**src/verilog/rob_pkg.sv**
```systemverilog
/* reorder buffer shared definitions
   entry widths, vector types and the retire state encoding */
`default_nettype none

package rob_pkg;

    //////////////////////////////////////////////////
    // sizes
    //////////////////////////////////////////////////

    // default entry count, power of two
    localparam int ROB_DEPTH = 8;
    // log2 of the default entry count
    localparam int LOG_ROB_DEPTH = 3;

    // physical register tag width
    localparam int PHYS_TAG_W = 6;

    // completion buses for alu 0, alu 1 and the load queue
    localparam int NUM_COMPLETE = 3;

    //////////////////////////////////////////////////
    // vector types
    //////////////////////////////////////////////////

    // slot number inside the buffer
    typedef logic [LOG_ROB_DEPTH-1:0] rob_index_t;

    // index with wrap bit on top
    // also wide enough to count a full buffer
    typedef logic [LOG_ROB_DEPTH:0] rob_ptr_t;

    // renamed destination register
    typedef logic [PHYS_TAG_W-1:0] phys_tag_t;

    //////////////////////////////////////////////////
    // retire control states
    //////////////////////////////////////////////////

    // halt is terminal, only reset leaves it
    typedef enum logic [0:0] {
        IDLE = 1'b0,
        HALT = 1'b1
    } rob_state_t;

endpackage

`default_nettype wire

```
**src/verilog/rob_head_if.sv**
```systemverilog
/* head entry view between entry storage and retire control */
`timescale 1ns/1ns
`default_nettype none

interface rob_head_if;

    // oldest entry, read straight from storage
    logic                head_valid;
    logic                head_complete;
    logic                head_reg_write;
    logic                head_halt;
    rob_pkg::phys_tag_t  head_safe_tag;

    // head leaves this cycle
    // only while valid, complete and not halted
    logic                head_retire;

    // storage side presents the head entry
    modport store (
        output head_valid,
        output head_complete,
        output head_reg_write,
        output head_halt,
        output head_safe_tag,
        input  head_retire
    );

    // retire side decides and strobes
    modport retire (
        input  head_valid,
        input  head_complete,
        input  head_reg_write,
        input  head_halt,
        input  head_safe_tag,
        output head_retire
    );

endinterface

`default_nettype wire

```
**src/verilog/rob_ptr_ctrl.sv**
```systemverilog
/* reorder buffer head and tail pointers
   accepts enqueues, tracks occupancy, full, empty and overflow */
`timescale 1ns/1ns
`default_nettype none

module rob_ptr_ctrl #(
    parameter int DEPTH = 8
) (
    input  logic                CLK,
    input  logic                nRST,

    // dispatch request and head departure
    input  logic                enqueue,
    input  logic                retire,

    // accepted enqueue
    output logic                alloc,

    output rob_pkg::rob_index_t head_index,
    output rob_pkg::rob_index_t tail_index,
    output rob_pkg::rob_ptr_t   occupancy,
    output logic                full,
    output logic                empty,
    output logic                overflow_error
);

    // index bits for this depth
    localparam int IDX_W = $clog2(DEPTH);

    // pointers carry a wrap bit above the index
    logic [IDX_W:0] head_ptr;
    logic [IDX_W:0] tail_ptr;
    logic [IDX_W:0] next_head_ptr;
    logic [IDX_W:0] next_tail_ptr;

    //////////////////////////////////////////////////
    // next pointers
    //////////////////////////////////////////////////

    // enqueue while full is refused, not stalled
    assign alloc = enqueue & ~full;

    assign next_tail_ptr = alloc  ? tail_ptr + (IDX_W+1)'(1) : tail_ptr;
    assign next_head_ptr = retire ? head_ptr + (IDX_W+1)'(1) : head_ptr;

    // slot numbers drop the wrap bit
    assign head_index = rob_pkg::rob_index_t'(head_ptr[IDX_W-1:0]);
    assign tail_index = rob_pkg::rob_index_t'(tail_ptr[IDX_W-1:0]);

    //////////////////////////////////////////////////
    // registered status
    //////////////////////////////////////////////////

    always_ff @(posedge CLK or negedge nRST) begin
        if (!nRST) begin
            head_ptr       <= '0;
            tail_ptr       <= '0;
            occupancy      <= '0;
            full           <= 1'b0;
            // starts empty
            empty          <= 1'b1;
            overflow_error <= 1'b0;
        end else begin
            head_ptr  <= next_head_ptr;
            tail_ptr  <= next_tail_ptr;
            occupancy <= rob_pkg::rob_ptr_t'(next_tail_ptr - next_head_ptr);
            // same slot, wrap bits differ
            full      <= (next_head_ptr[IDX_W-1:0] == next_tail_ptr[IDX_W-1:0]) &&
                         (next_head_ptr[IDX_W] != next_tail_ptr[IDX_W]);
            // same slot, same lap
            empty     <= (next_head_ptr == next_tail_ptr);
            // dropped enqueue, one cycle later
            overflow_error <= enqueue & full;
        end
    end

    //////////////////////////////////////////////////
    // checks
    //////////////////////////////////////////////////

    // retire control must never pull from an empty buffer
    a_no_retire_empty: assert property (
        @(posedge CLK) disable iff (!nRST) retire |-> !empty
    );

    // both flags track the same pointers over time
    a_full_empty_excl: assert property (
        @(posedge CLK) disable iff (!nRST) !(full && empty)
    );

endmodule

`default_nettype wire

```
**src/verilog/rob_entry_array.sv**
```systemverilog
/* reorder buffer entry storage
   writes at tail, marks completions, checks tags, shows the head entry */
`timescale 1ns/1ns
`default_nettype none

module rob_entry_array #(
    parameter int DEPTH = 8
) (
    input  logic                CLK,
    input  logic                nRST,

    // dispatch write at tail
    input  logic                alloc,
    input  rob_pkg::rob_index_t tail_index,
    input  rob_pkg::rob_index_t head_index,
    input  logic                enq_reg_write,
    input  logic                enq_halt,
    input  rob_pkg::phys_tag_t  enq_spec_tag,
    input  rob_pkg::phys_tag_t  enq_safe_tag,

    // completion buses
    input  logic                [rob_pkg::NUM_COMPLETE-1:0] comp_valid,
    input  rob_pkg::rob_index_t [rob_pkg::NUM_COMPLETE-1:0] comp_index,
    input  rob_pkg::phys_tag_t  [rob_pkg::NUM_COMPLETE-1:0] comp_tag,

    rob_head_if.store           head,

    output logic                invalid_complete,
    output logic                tag_error
);

    //////////////////////////////////////////////////
    // entry state
    //////////////////////////////////////////////////

    // control bits
    logic [DEPTH-1:0] entry_valid;
    logic [DEPTH-1:0] entry_complete;

    // payload, written on alloc only
    logic [DEPTH-1:0] entry_reg_write;
    logic [DEPTH-1:0] entry_halt;
    rob_pkg::phys_tag_t entry_spec_tag [DEPTH];
    rob_pkg::phys_tag_t entry_safe_tag [DEPTH];

    // per bus lookup
    logic [rob_pkg::NUM_COMPLETE-1:0] comp_new;
    logic [rob_pkg::NUM_COMPLETE-1:0] comp_live;
    rob_pkg::phys_tag_t [rob_pkg::NUM_COMPLETE-1:0] comp_stored_tag;

    logic next_tag_error;

    always_ff @(posedge CLK or negedge nRST) begin
        if (!nRST) begin
            entry_valid    <= '0;
            entry_complete <= '0;
        end else begin
            // head leaves
            if (head.head_retire) begin
                entry_valid[head_index] <= 1'b0;
            end
            // new entry, not yet complete
            if (alloc) begin
                entry_valid[tail_index]    <= 1'b1;
                entry_complete[tail_index] <= 1'b0;
            end
            // completions last, so a same cycle alloc still completes
            for (int i = 0; i < rob_pkg::NUM_COMPLETE; i++) begin
                if (comp_valid[i]) begin
                    entry_complete[comp_index[i]] <= 1'b1;
                end
            end
        end
    end

    always_ff @(posedge CLK) begin
        if (alloc) begin
            entry_reg_write[tail_index] <= enq_reg_write;
            entry_halt[tail_index]      <= enq_halt;
            entry_spec_tag[tail_index]  <= enq_spec_tag;
            entry_safe_tag[tail_index]  <= enq_safe_tag;
        end
    end

    //////////////////////////////////////////////////
    // completion checks
    //////////////////////////////////////////////////

    always_comb begin
        for (int i = 0; i < rob_pkg::NUM_COMPLETE; i++) begin
            // bus hits the slot being written now
            comp_new[i]        = alloc && (comp_index[i] == tail_index);
            comp_live[i]       = entry_valid[comp_index[i]] | comp_new[i];
            comp_stored_tag[i] = comp_new[i] ? enq_spec_tag : entry_spec_tag[comp_index[i]];
        end
    end

    always_comb begin
        invalid_complete = 1'b0;
        next_tag_error   = 1'b0;
        for (int i = 0; i < rob_pkg::NUM_COMPLETE; i++) begin
            if (comp_valid[i]) begin
                // legal, e.g. a squashed op finishing late
                if (!comp_live[i]) begin
                    invalid_complete = 1'b1;
                end else if (comp_stored_tag[i] != comp_tag[i]) begin
                    next_tag_error = 1'b1;
                end
            end
        end
    end

    // mismatch strobe one cycle later
    always_ff @(posedge CLK or negedge nRST) begin
        if (!nRST) begin
            tag_error <= 1'b0;
        end else begin
            tag_error <= next_tag_error;
        end
    end

    //////////////////////////////////////////////////
    // head view
    //////////////////////////////////////////////////

    assign head.head_valid     = entry_valid[head_index];
    assign head.head_complete  = entry_complete[head_index];
    assign head.head_reg_write = entry_reg_write[head_index];
    assign head.head_halt      = entry_halt[head_index];
    assign head.head_safe_tag  = entry_safe_tag[head_index];

    // pointer block's full flag must keep the tail off live entries
    a_alloc_free_slot: assert property (
        @(posedge CLK) disable iff (!nRST) alloc |-> !entry_valid[tail_index]
    );

endmodule

`default_nettype wire

```
**src/verilog/rob_retire.sv**
```systemverilog
/* reorder buffer retire control
   in-order retire from the head, idle/halt state machine */
`timescale 1ns/1ns
`default_nettype none

module rob_retire (
    input  logic               CLK,
    input  logic               nRST,

    rob_head_if.retire         head,

    // freed tag back to rename
    output logic               retire_valid,
    output rob_pkg::phys_tag_t retire_tag,

    output logic               halt
);

    rob_pkg::rob_state_t state;
    rob_pkg::rob_state_t next_state;

    //////////////////////////////////////////////////
    // retire decision
    //////////////////////////////////////////////////

    // one per cycle, only from idle
    assign head.head_retire = (state == rob_pkg::IDLE) &&
                              head.head_valid && head.head_complete;

    // only register writers free a tag
    assign retire_valid = head.head_retire & head.head_reg_write;
    assign retire_tag   = head.head_safe_tag;

    assign halt = (state == rob_pkg::HALT);

    //////////////////////////////////////////////////
    // state machine
    //////////////////////////////////////////////////

    always_comb begin
        next_state = state;
        case (state)
            rob_pkg::IDLE: begin
                // halt op leaves the head
                if (head.head_retire && head.head_halt) begin
                    next_state = rob_pkg::HALT;
                end
            end
            rob_pkg::HALT: begin
                // stays until reset
                next_state = rob_pkg::HALT;
            end
            default: begin
                next_state = rob_pkg::IDLE;
            end
        endcase
    end

    always_ff @(posedge CLK or negedge nRST) begin
        if (!nRST) begin
            state <= rob_pkg::IDLE;
        end else begin
            state <= next_state;
        end
    end

    // after a halt retires, nothing behind it leaves
    a_halt_stops_retire: assert property (
        @(posedge CLK) disable iff (!nRST)
        (head.head_retire && head.head_halt) |=> (halt && !head.head_retire)
    );

endmodule

`default_nettype wire

```
**src/verilog/rob_top.sv**
```systemverilog
/* reorder buffer top level
   pointers, entry storage and retire control with plain ports */
`timescale 1ns/1ns
`default_nettype none

module rob_top #(
    parameter int DEPTH = rob_pkg::ROB_DEPTH
) (
    input  logic                CLK,
    input  logic                nRST,

    //////////////////////////////////////////////////
    // dispatch
    //////////////////////////////////////////////////

    input  logic                enq_valid,
    input  logic                enq_reg_write,
    input  logic                enq_halt,
    input  rob_pkg::phys_tag_t  enq_spec_tag,
    input  rob_pkg::phys_tag_t  enq_safe_tag,
    // slot the next dispatch lands in
    output rob_pkg::rob_index_t tail_index,

    //////////////////////////////////////////////////
    // completion buses
    //////////////////////////////////////////////////

    input  logic                [rob_pkg::NUM_COMPLETE-1:0] comp_valid,
    input  rob_pkg::rob_index_t [rob_pkg::NUM_COMPLETE-1:0] comp_index,
    input  rob_pkg::phys_tag_t  [rob_pkg::NUM_COMPLETE-1:0] comp_tag,

    //////////////////////////////////////////////////
    // retire and status
    //////////////////////////////////////////////////

    output logic                retire_valid,
    output rob_pkg::phys_tag_t  retire_tag,
    output logic                halt,
    output logic                full,
    output logic                empty,
    output rob_pkg::rob_ptr_t   occupancy,
    output logic                invalid_complete,
    output logic                error
);

    // accepted enqueue
    logic                alloc;
    rob_pkg::rob_index_t head_index;

    // per block error strobes
    logic                overflow_error;
    logic                tag_error;

    // head entry and retire strobe
    rob_head_if head_bus ();

    rob_ptr_ctrl #(
        .DEPTH          (DEPTH)
    ) u_ptr (
        .CLK            (CLK),
        .nRST           (nRST),
        .enqueue        (enq_valid),
        .retire         (head_bus.head_retire),
        .alloc          (alloc),
        .head_index     (head_index),
        .tail_index     (tail_index),
        .occupancy      (occupancy),
        .full           (full),
        .empty          (empty),
        .overflow_error (overflow_error)
    );

    rob_entry_array #(
        .DEPTH            (DEPTH)
    ) u_array (
        .CLK              (CLK),
        .nRST             (nRST),
        .alloc            (alloc),
        .tail_index       (tail_index),
        .head_index       (head_index),
        .enq_reg_write    (enq_reg_write),
        .enq_halt         (enq_halt),
        .enq_spec_tag     (enq_spec_tag),
        .enq_safe_tag     (enq_safe_tag),
        .comp_valid       (comp_valid),
        .comp_index       (comp_index),
        .comp_tag         (comp_tag),
        .head             (head_bus.store),
        .invalid_complete (invalid_complete),
        .tag_error        (tag_error)
    );

    rob_retire u_retire (
        .CLK          (CLK),
        .nRST         (nRST),
        .head         (head_bus.retire),
        .retire_valid (retire_valid),
        .retire_tag   (retire_tag),
        .halt         (halt)
    );

    // both strobes already registered
    assign error = overflow_error | tag_error;

endmodule

`default_nettype wire

```
**config.mk**
```make
export PLATFORM = sky130hd
export DESIGN_NAME = rob_top
export DESIGN_NICKNAME = d
export VERILOG_FILES = /design/src/verilog/rob_pkg.sv /design/src/verilog/rob_head_if.sv /design/src/verilog/rob_ptr_ctrl.sv /design/src/verilog/rob_entry_array.sv /design/src/verilog/rob_retire.sv /design/src/verilog/rob_top.sv
export SDC_FILE = /design/constraint.sdc
export NUM_CORES = 1
export LEC_CHECK = 0
export ABC_AREA = 1
export BUFFER_PORTS_ARGS = -buffer_cell sky130_fd_sc_hd__buf_2
export CORE_MARGIN = 8
export CORE_UTILIZATION = 40
export DETAILED_ROUTE_END_ITERATION = 8
export GPL_TIMING_DRIVEN = 0
export SYNTH_ARGS = -nofsm -noshare
export SYNTH_HDL_FRONTEND = slang
export SYNTH_SLANG_ARGS = --single-unit
```
**constraint.sdc**
```tcl
create_clock -name CLK -period 3 [get_ports CLK]
set_input_delay 0.3 -clock CLK [delete_from_list [all_inputs] [get_ports CLK]]
set_output_delay 0.3 -clock CLK [all_outputs]
set_load 0.1 [all_outputs]
```
### After elaboration in Yosys (flattened, before gate mapping)

Memories as Yosys holds them, arrays and structs flattened.
Index checks and enable logic that the tools add are counted.

| storage, ports and cells | value |
|---|---|
| memories | 2 |
| word-level logic and storage cells | 121 |
| bits in registers | 49 |
| output and inout port bits | 19 |
| input port bits | 47 |
| bits in writable memories | 96 |

| cells by class | value |
|---|---|
| $add $sub $neg | 3 |
| equal/unequal tests | 9 |
| bitwise logic cells | 17 |
| magnitude comparators | 10 |
| reduce and logical (&&, ||, !) cells | 12 |
| muxes and demuxes | 56 |

Memories:

| memory | depth | width | read ports | clocked after memory_dff | write ports | line | source |
|---|---|---|---|---|---|---|---|
| u_array.entry_safe_tag | 8 | 6 | 1 | 0 | 1 | rob_entry_array.sv:44 | `rob_pkg::phys_tag_t entry_safe_tag [DEPTH];` |
| u_array.entry_spec_tag | 8 | 6 | 3 | 0 | 1 | rob_entry_array.sv:43 | `rob_pkg::phys_tag_t entry_spec_tag [DEPTH];` |

Operator list:

| kind | count |
|---|---|
| 8-bit 2-to-1 mux | 6 |
| 8-bit bitwise OR | 4 |
| 1-bit 2-to-1 mux | 30 |
| 1-bit binary-select mux with 3-bit select | 7 |
| 3-bit by 4-bit < comparator with 1-bit output, second input constant | 5 |
| 6-bit 2-to-1 mux | 3 |
| 6-bit inequality test | 3 |
| 8-bit AND | 2 |
| 8-bit bitwise mux | 2 |
| 8-bit NOT | 2 |
| 1-bit demux with 3-bit select | 5 |
| 3-bit by 1-bit >= comparator with 1-bit output, second input constant | 5 |
| 3-bit == test | 4 |
| 1-bit logical AND | 12 |
| 4-bit by 1-bit adder with 4-bit output, second input constant | 2 |
| 4-bit 2-to-1 mux | 2 |
| 4-bit == test | 1 |
| 1-bit bitwise OR | 4 |
| 4-bit subtractor | 1 |
| 1-bit AND | 3 |
| 1-bit NOT | 2 |
| 1-bit case mux with 2 select lines | 1 |
| 1-bit inequality test | 1 |

### Depth between registers and ports, before layout

| logic depth | value |
|---|---|
| word-level depth | 14 |
| gate-level depth with buffers | 18 |
| mapped depth without buffers | 18 |

### By module

Synthesis repeated with hierarchy kept, for this count alone.

| second synthesis, totals | value |
|---|---|
| cell total of the unflattened synthesis | 1000 |
| area total of the unflattened synthesis | 8155.3 µm² |

Modules (own cells, without submodules):

| module | instances | seq. area each (µm²) | cells each | area each (µm²) |
|---|---|---|---|---|
| rob_entry_array | 1 | 3788.6 | 885 | 7189.4 |
| rob_ptr_ctrl | 1 | 376.6 | 98 | 848.3 |
| rob_retire | 1 | 25.0 | 14 | 106.4 |
| rob_top | 1 | 0.0 | 3 | 11.3 |

### Worst setup path after synthesis

OpenSTA, ideal clock, no wires.

| timing path | value |
|---|---|
| path type | reg-to-output |
| from | register u_ptr.head_ptr[0] |
| to | output retire_valid |
| buffers on the path | 3 |
| data required time | 2700 ps |
| slack | -669 ps |
| arrival time | 3369 ps |
| cell stages (with the launch flop) | 8 |
| path through | dfrtp_1 > buf_6 > inv_1 > buf_4 > clkbuf_1 > a21oi_1 > a32o_1 > nor3_1 |

| between the ends | value |
|---|---|
| word-level cells in the longest chain between the ends | 5 |
| elaborated cells on any way between the ends | 9 |
| those cells by class | 6 x mux; 1 x bitwise; 2 x reduce/logical |

Ends and longest elaborated chain:

| element | line | source |
|---|---|---|
| start, declared | rob_ptr_ctrl.sv:31 | `logic [IDX_W:0] head_ptr;` |
| start signal, assigned | rob_ptr_ctrl.sv:64 | `head_ptr <= next_head_ptr;` |
| 1-bit binary-select mux with 3-bit select | rob_entry_array.sv:126 | `assign head.head_valid = entry_valid[head_index];` |
| 1-bit 2-to-1 mux (not written as such) | rob_entry_array.sv:126 |  |
| 1-bit logical AND | rob_retire.sv:27 | `assign head.head_retire = (state == rob_pkg::IDLE) &&` |
| 1-bit logical AND | rob_retire.sv:28 | `head.head_valid && head.head_complete;` |
| 1-bit AND * | rob_retire.sv:31 | `assign retire_valid = head.head_retire & head.head_reg_write;` |
| end, declared | rob_top.sv:36 | `output logic retire_valid,` |

Every way passes the cells marked *; elsewhere a longest branch is shown, timed or not. The select of a mux whose other input is x is not followed.

### Worst setup path in the final report

| timing path | value |
|---|---|
| from | register u_ptr.head_ptr[0] |
| to | output retire_tag[2] |

| between the ends | value |
|---|---|
| word-level cells in the longest chain between the ends | 1 |

Ends and longest elaborated chain:

| element | line | source |
|---|---|---|
| memory read 8 x 6 bit | n/a |  |
| end, declared | rob_top.sv:37 | `output rob_pkg::phys_tag_t retire_tag,` |

Every way passes these cells.

==> impl_metrics.ini <==
[sta]
finalWorstPathRequiredPeriod_ns = 2.81
achievable-frequency_mhz = 356
unrepaired_setup_endpoints_after_global_routing = yes
timing.final.hold_violations = 0
setup_viol = 0
timing.max_slew.rel_slack = 0.123
measured_slew_at_the_worst_slew_check_pin_ns = 1.31
post-route-period-util = 0.937
worst_slack_ns = 0.188
tns_ns = 0
timing_max_transition_violations_final = 0
clock_skew_ns = 0.00818

[logic_synthesis]
netlist_top_cells_area = sky130_fd_sc_hd__edfxtp_1 (42%), sky130_fd_sc_hd__nand2_1 (16%), sky130_fd_sc_hd__dfrtp_1 (10%)
synth_largest_area_cell = sky130_fd_sc_hd__edfxtp_1
post-synth-top-area-fraction = 0.423
mappedNetlistArea_um2 = 7960
post_synth.cell_area_avg_um2 = 8.25
synthDistinctLibCells = 45
ys_seq_area_frac = 0.527
count_of_flip_flops_with_a_built_in_enable_after_synthesis = 112
synth_fp_nets = 1017
synthFlopType = sky130_fd_sc_hd__edfxtp_1
synth-seq-cells = 145
synth_cells = 964
synth_async_sr_flop_share = 0.228
synthesis.yosys.warnings = 0

[die]
io_pins = 66
floorplan.core_area_um2 = 19500
die_x_um = 157
dieArea_um2 = 24700
die_height_um = 157
floorplan.initialDensity = 0.408
fp-row-count = 51

[drt]
drc = 0
ant_nets = 0
detail_route.first_pass.iterations = 6
dr.first_iter.drc_count = 737
wl_per_cell_um = 18.7
drt-vias-per-instance = 5.30
vias = 7028
wl_um = 24800

[cts]
cts.sink_count = 145
clk_path_buf_depth = 2
clk_pin_slew_ns = 0.07
number_of_buffers_added_by_the_clock_tree_synthesis_step = 17
cts_tree = yes
clk_root_buffer_cell = sky130_fd_sc_hd__clkbuf_16
clock_latency_ns = 0.42
clock_tree.htree_level_count = 4

[power_and_ir_drop]
max-vdd-ir-drop_mv = 0.646
p_int_uw = 4640
share_comb_of_total_power = 0.429
register_share_of_total_power = 0.331
clock_power_share = 0.240
psw_uw = 3970
static-leakage-power_uw = 0.00408
power.share.switching = 0.461
power_density_nw_per_um2 = 929

[critical_path]
end_kind = output pin
critical_path.cell_chain = buf_6 > buf_2 > clkbuf_1 > nor2_1 > nor2_1 > o21ai_0 > o2111ai_1 > buf_2
cell_with_the_largest_stage_delay_on_the_worst_path = sky130_fd_sc_hd__buf_2
path_class = reg -> out
worstSetupStartpointType = register
critPathArrivalTime_ns = 2.51
worstPathMaxFanout = 10
cpPeakStageDelay_ns = 0.48
worstPathRequired_ns = 2.70

[global_routing]
grt_max_degree = 34
overflow = 0
wire_length_of_the_first_global_routing_pass_um = 37700
grt.total_usage = 0.206
grt_antenna_before_repair = 1
vias_in_the_first_global_route = 6586

[outcome]
run_status = complete, no violations

[finish]
cell_area_after_layout_um2 = 9260
number_of_nets_in_the_layout = 1101
syn_to_final_growth_pct = 16.4
fraction_of_final_layout_cells_with_drive_strength_greater_than_1 = 0.156
final_common_cell = sky130_fd_sc_hd__nand2_1
layout_common_cells = sky130_fd_sc_hd__nand2_1 (332), sky130_fd_sc_hd__nand3_1 (126), sky130_fd_sc_hd__edfxtp_1 (112)
nFillCells = 1925
num_antenna_cells = 0

[run]
max-cap-violations = 0

[placed_design]
hpwlAfterDp_um = 17400
finalWeightedCongestion = 0.954
dp_slack_ns = 0.274
io_buffers = 62
post_dp_cell_area_um2 = 8670

[worst_hold_path]
timing.hold.worst.class = in -> reg
-- power groups by stage --
stage / combinational (uW) / sequential [uW] / clock [uW]
2_1_floorplan: 2530 / 3070 / 0
3_3_place_gp: 3620 / 2870 / 0
3_5_place_dp: 3690 / 2870 / 0
4_1_cts: 3690 / 2830 / 2090
5_1_grt: 4030 / 2880 / 2180
6_report: 3700 / 2850 / 2070
-- metrics by stage --
step	utilization	power [uW]	cells	hold WS (ns)
after floorplan	-	5590	964	0.00441
after global placement	0.441	6490	1291	0.419
after detailed placement	0.444	6560	1294	0.418
after CTS	0.474	8620	1326	0.0694
after global routing	0.474	9080	1326	0.0743
final	0.474	8610	1326	0.0819
-- worst max-delay path, delay by kind of cell, from the launching register on --
family,cells,cell delay (ns)
flip-flops,1,0.37
AO/OA/AOI/OAI,2,0.20
AND/OR/NAND/NOR,2,0.22
buffers and inverters,4,1.29
-- cell type report --
cell class              count  area, um2  area share
plain buffers              33        211      0.0228
clock buffers              18        429      0.0463
clock inverters            14        146      0.0158
inverters                  81        304      0.0328
multi-input cells         704       3270       0.353
flip-flops and latches    145       4190       0.452
well taps                 265        332      0.0358
repair buffers             66        380      0.0411
-- cells by family (layout without fill, tap and decap cells) --
family,count (synthesis),in the layout,synth area share
xor+xnor,5,5,0.00550
simple gates,582,582,0.311
fa+ha+maj,6,6,0.0104
compound gates,111,111,0.0819
flops,145,145,0.527
buf+inv,115,212,0.0648
-- cell usage after synthesis (10+ instances only) --
| library cell | n |
|---|---|
| sky130_fd_sc_hd__nand3_1 | 126 |
| sky130_fd_sc_hd__edfxtp_1 | 112 |
| sky130_fd_sc_hd__nor2_1 | 91 |
| sky130_fd_sc_hd__dfrtp_1 | 32 |
| sky130_fd_sc_hd__inv_1 | 65 |
| sky130_fd_sc_hd__o21ai_0 | 50 |
| sky130_fd_sc_hd__nand2_1 | 332 |
| sky130_fd_sc_hd__a21oi_1 | 18 |
| sky130_fd_sc_hd__buf_4 | 12 |
| sky130_fd_sc_hd__inv_2 | 15 |
| sky130_fd_sc_hd__o21ai_1 | 15 |
| sky130_fd_sc_hd__clkbuf_1 | 10 |
-- path summary, 6_finish.rpt --
path	from	to	slack (ns)	cells after the start
min in group asynchronous	nRST	u_ptr.head_ptr[2]$_DFF_PN0_	0.48	2
min reg2reg	u_array.entry_valid[5]$_DFF_PN0_	u_array.entry_valid[5]$_DFF_PN0_	0.52	2
max	u_ptr.head_ptr[0]$_DFF_PN0_	retire_tag[2]	0.19	8
max reg2reg	u_ptr.full$_DFF_PN0_	u_ptr.full$_DFF_PN0_	0.32	10
min	enq_valid	u_ptr.overflow_error$_DFF_PN0_	0.08	3
max in group asynchronous	nRST	u_array.entry_valid[3]$_DFF_PN0_	2.03	2
-- registers in the layout, summed over array words and instances, names as in the netlist --
name and count:
u_ptr.head_ptr 4, u_array.entry_spec_tag 48, u_retire.halt 1, u_array.entry_reg_write 8
u_ptr.full 1, u_ptr.occupancy 4, u_ptr.tail_ptr 4, u_array.entry_valid 8
u_array.entry_halt 8, u_ptr.empty 1, u_array.entry_safe_tag 48, u_ptr.overflow_error 1
u_array.entry_complete 8, u_array.tag_error 1
-- repair_timing --
action,4_1_cts,5_1_grt
hold buffers,1,0
buffers inserted,0,0
hold endpoints to repair,32,0
gates resized for setup,1,7
endpoints found under the setup margin,2,9
-- routing by layer --
metal,up-vias,GRT usage,part of all wire
met4,2,0.0920,0.036
met5,-,0,0.00040
met2,295,0.322,0.45
li1,3396,-,-
met3,53,0.0491,0.083
met1,3282,0.267,0.43
Note: power is estimated with default switching activity, not from simulation.
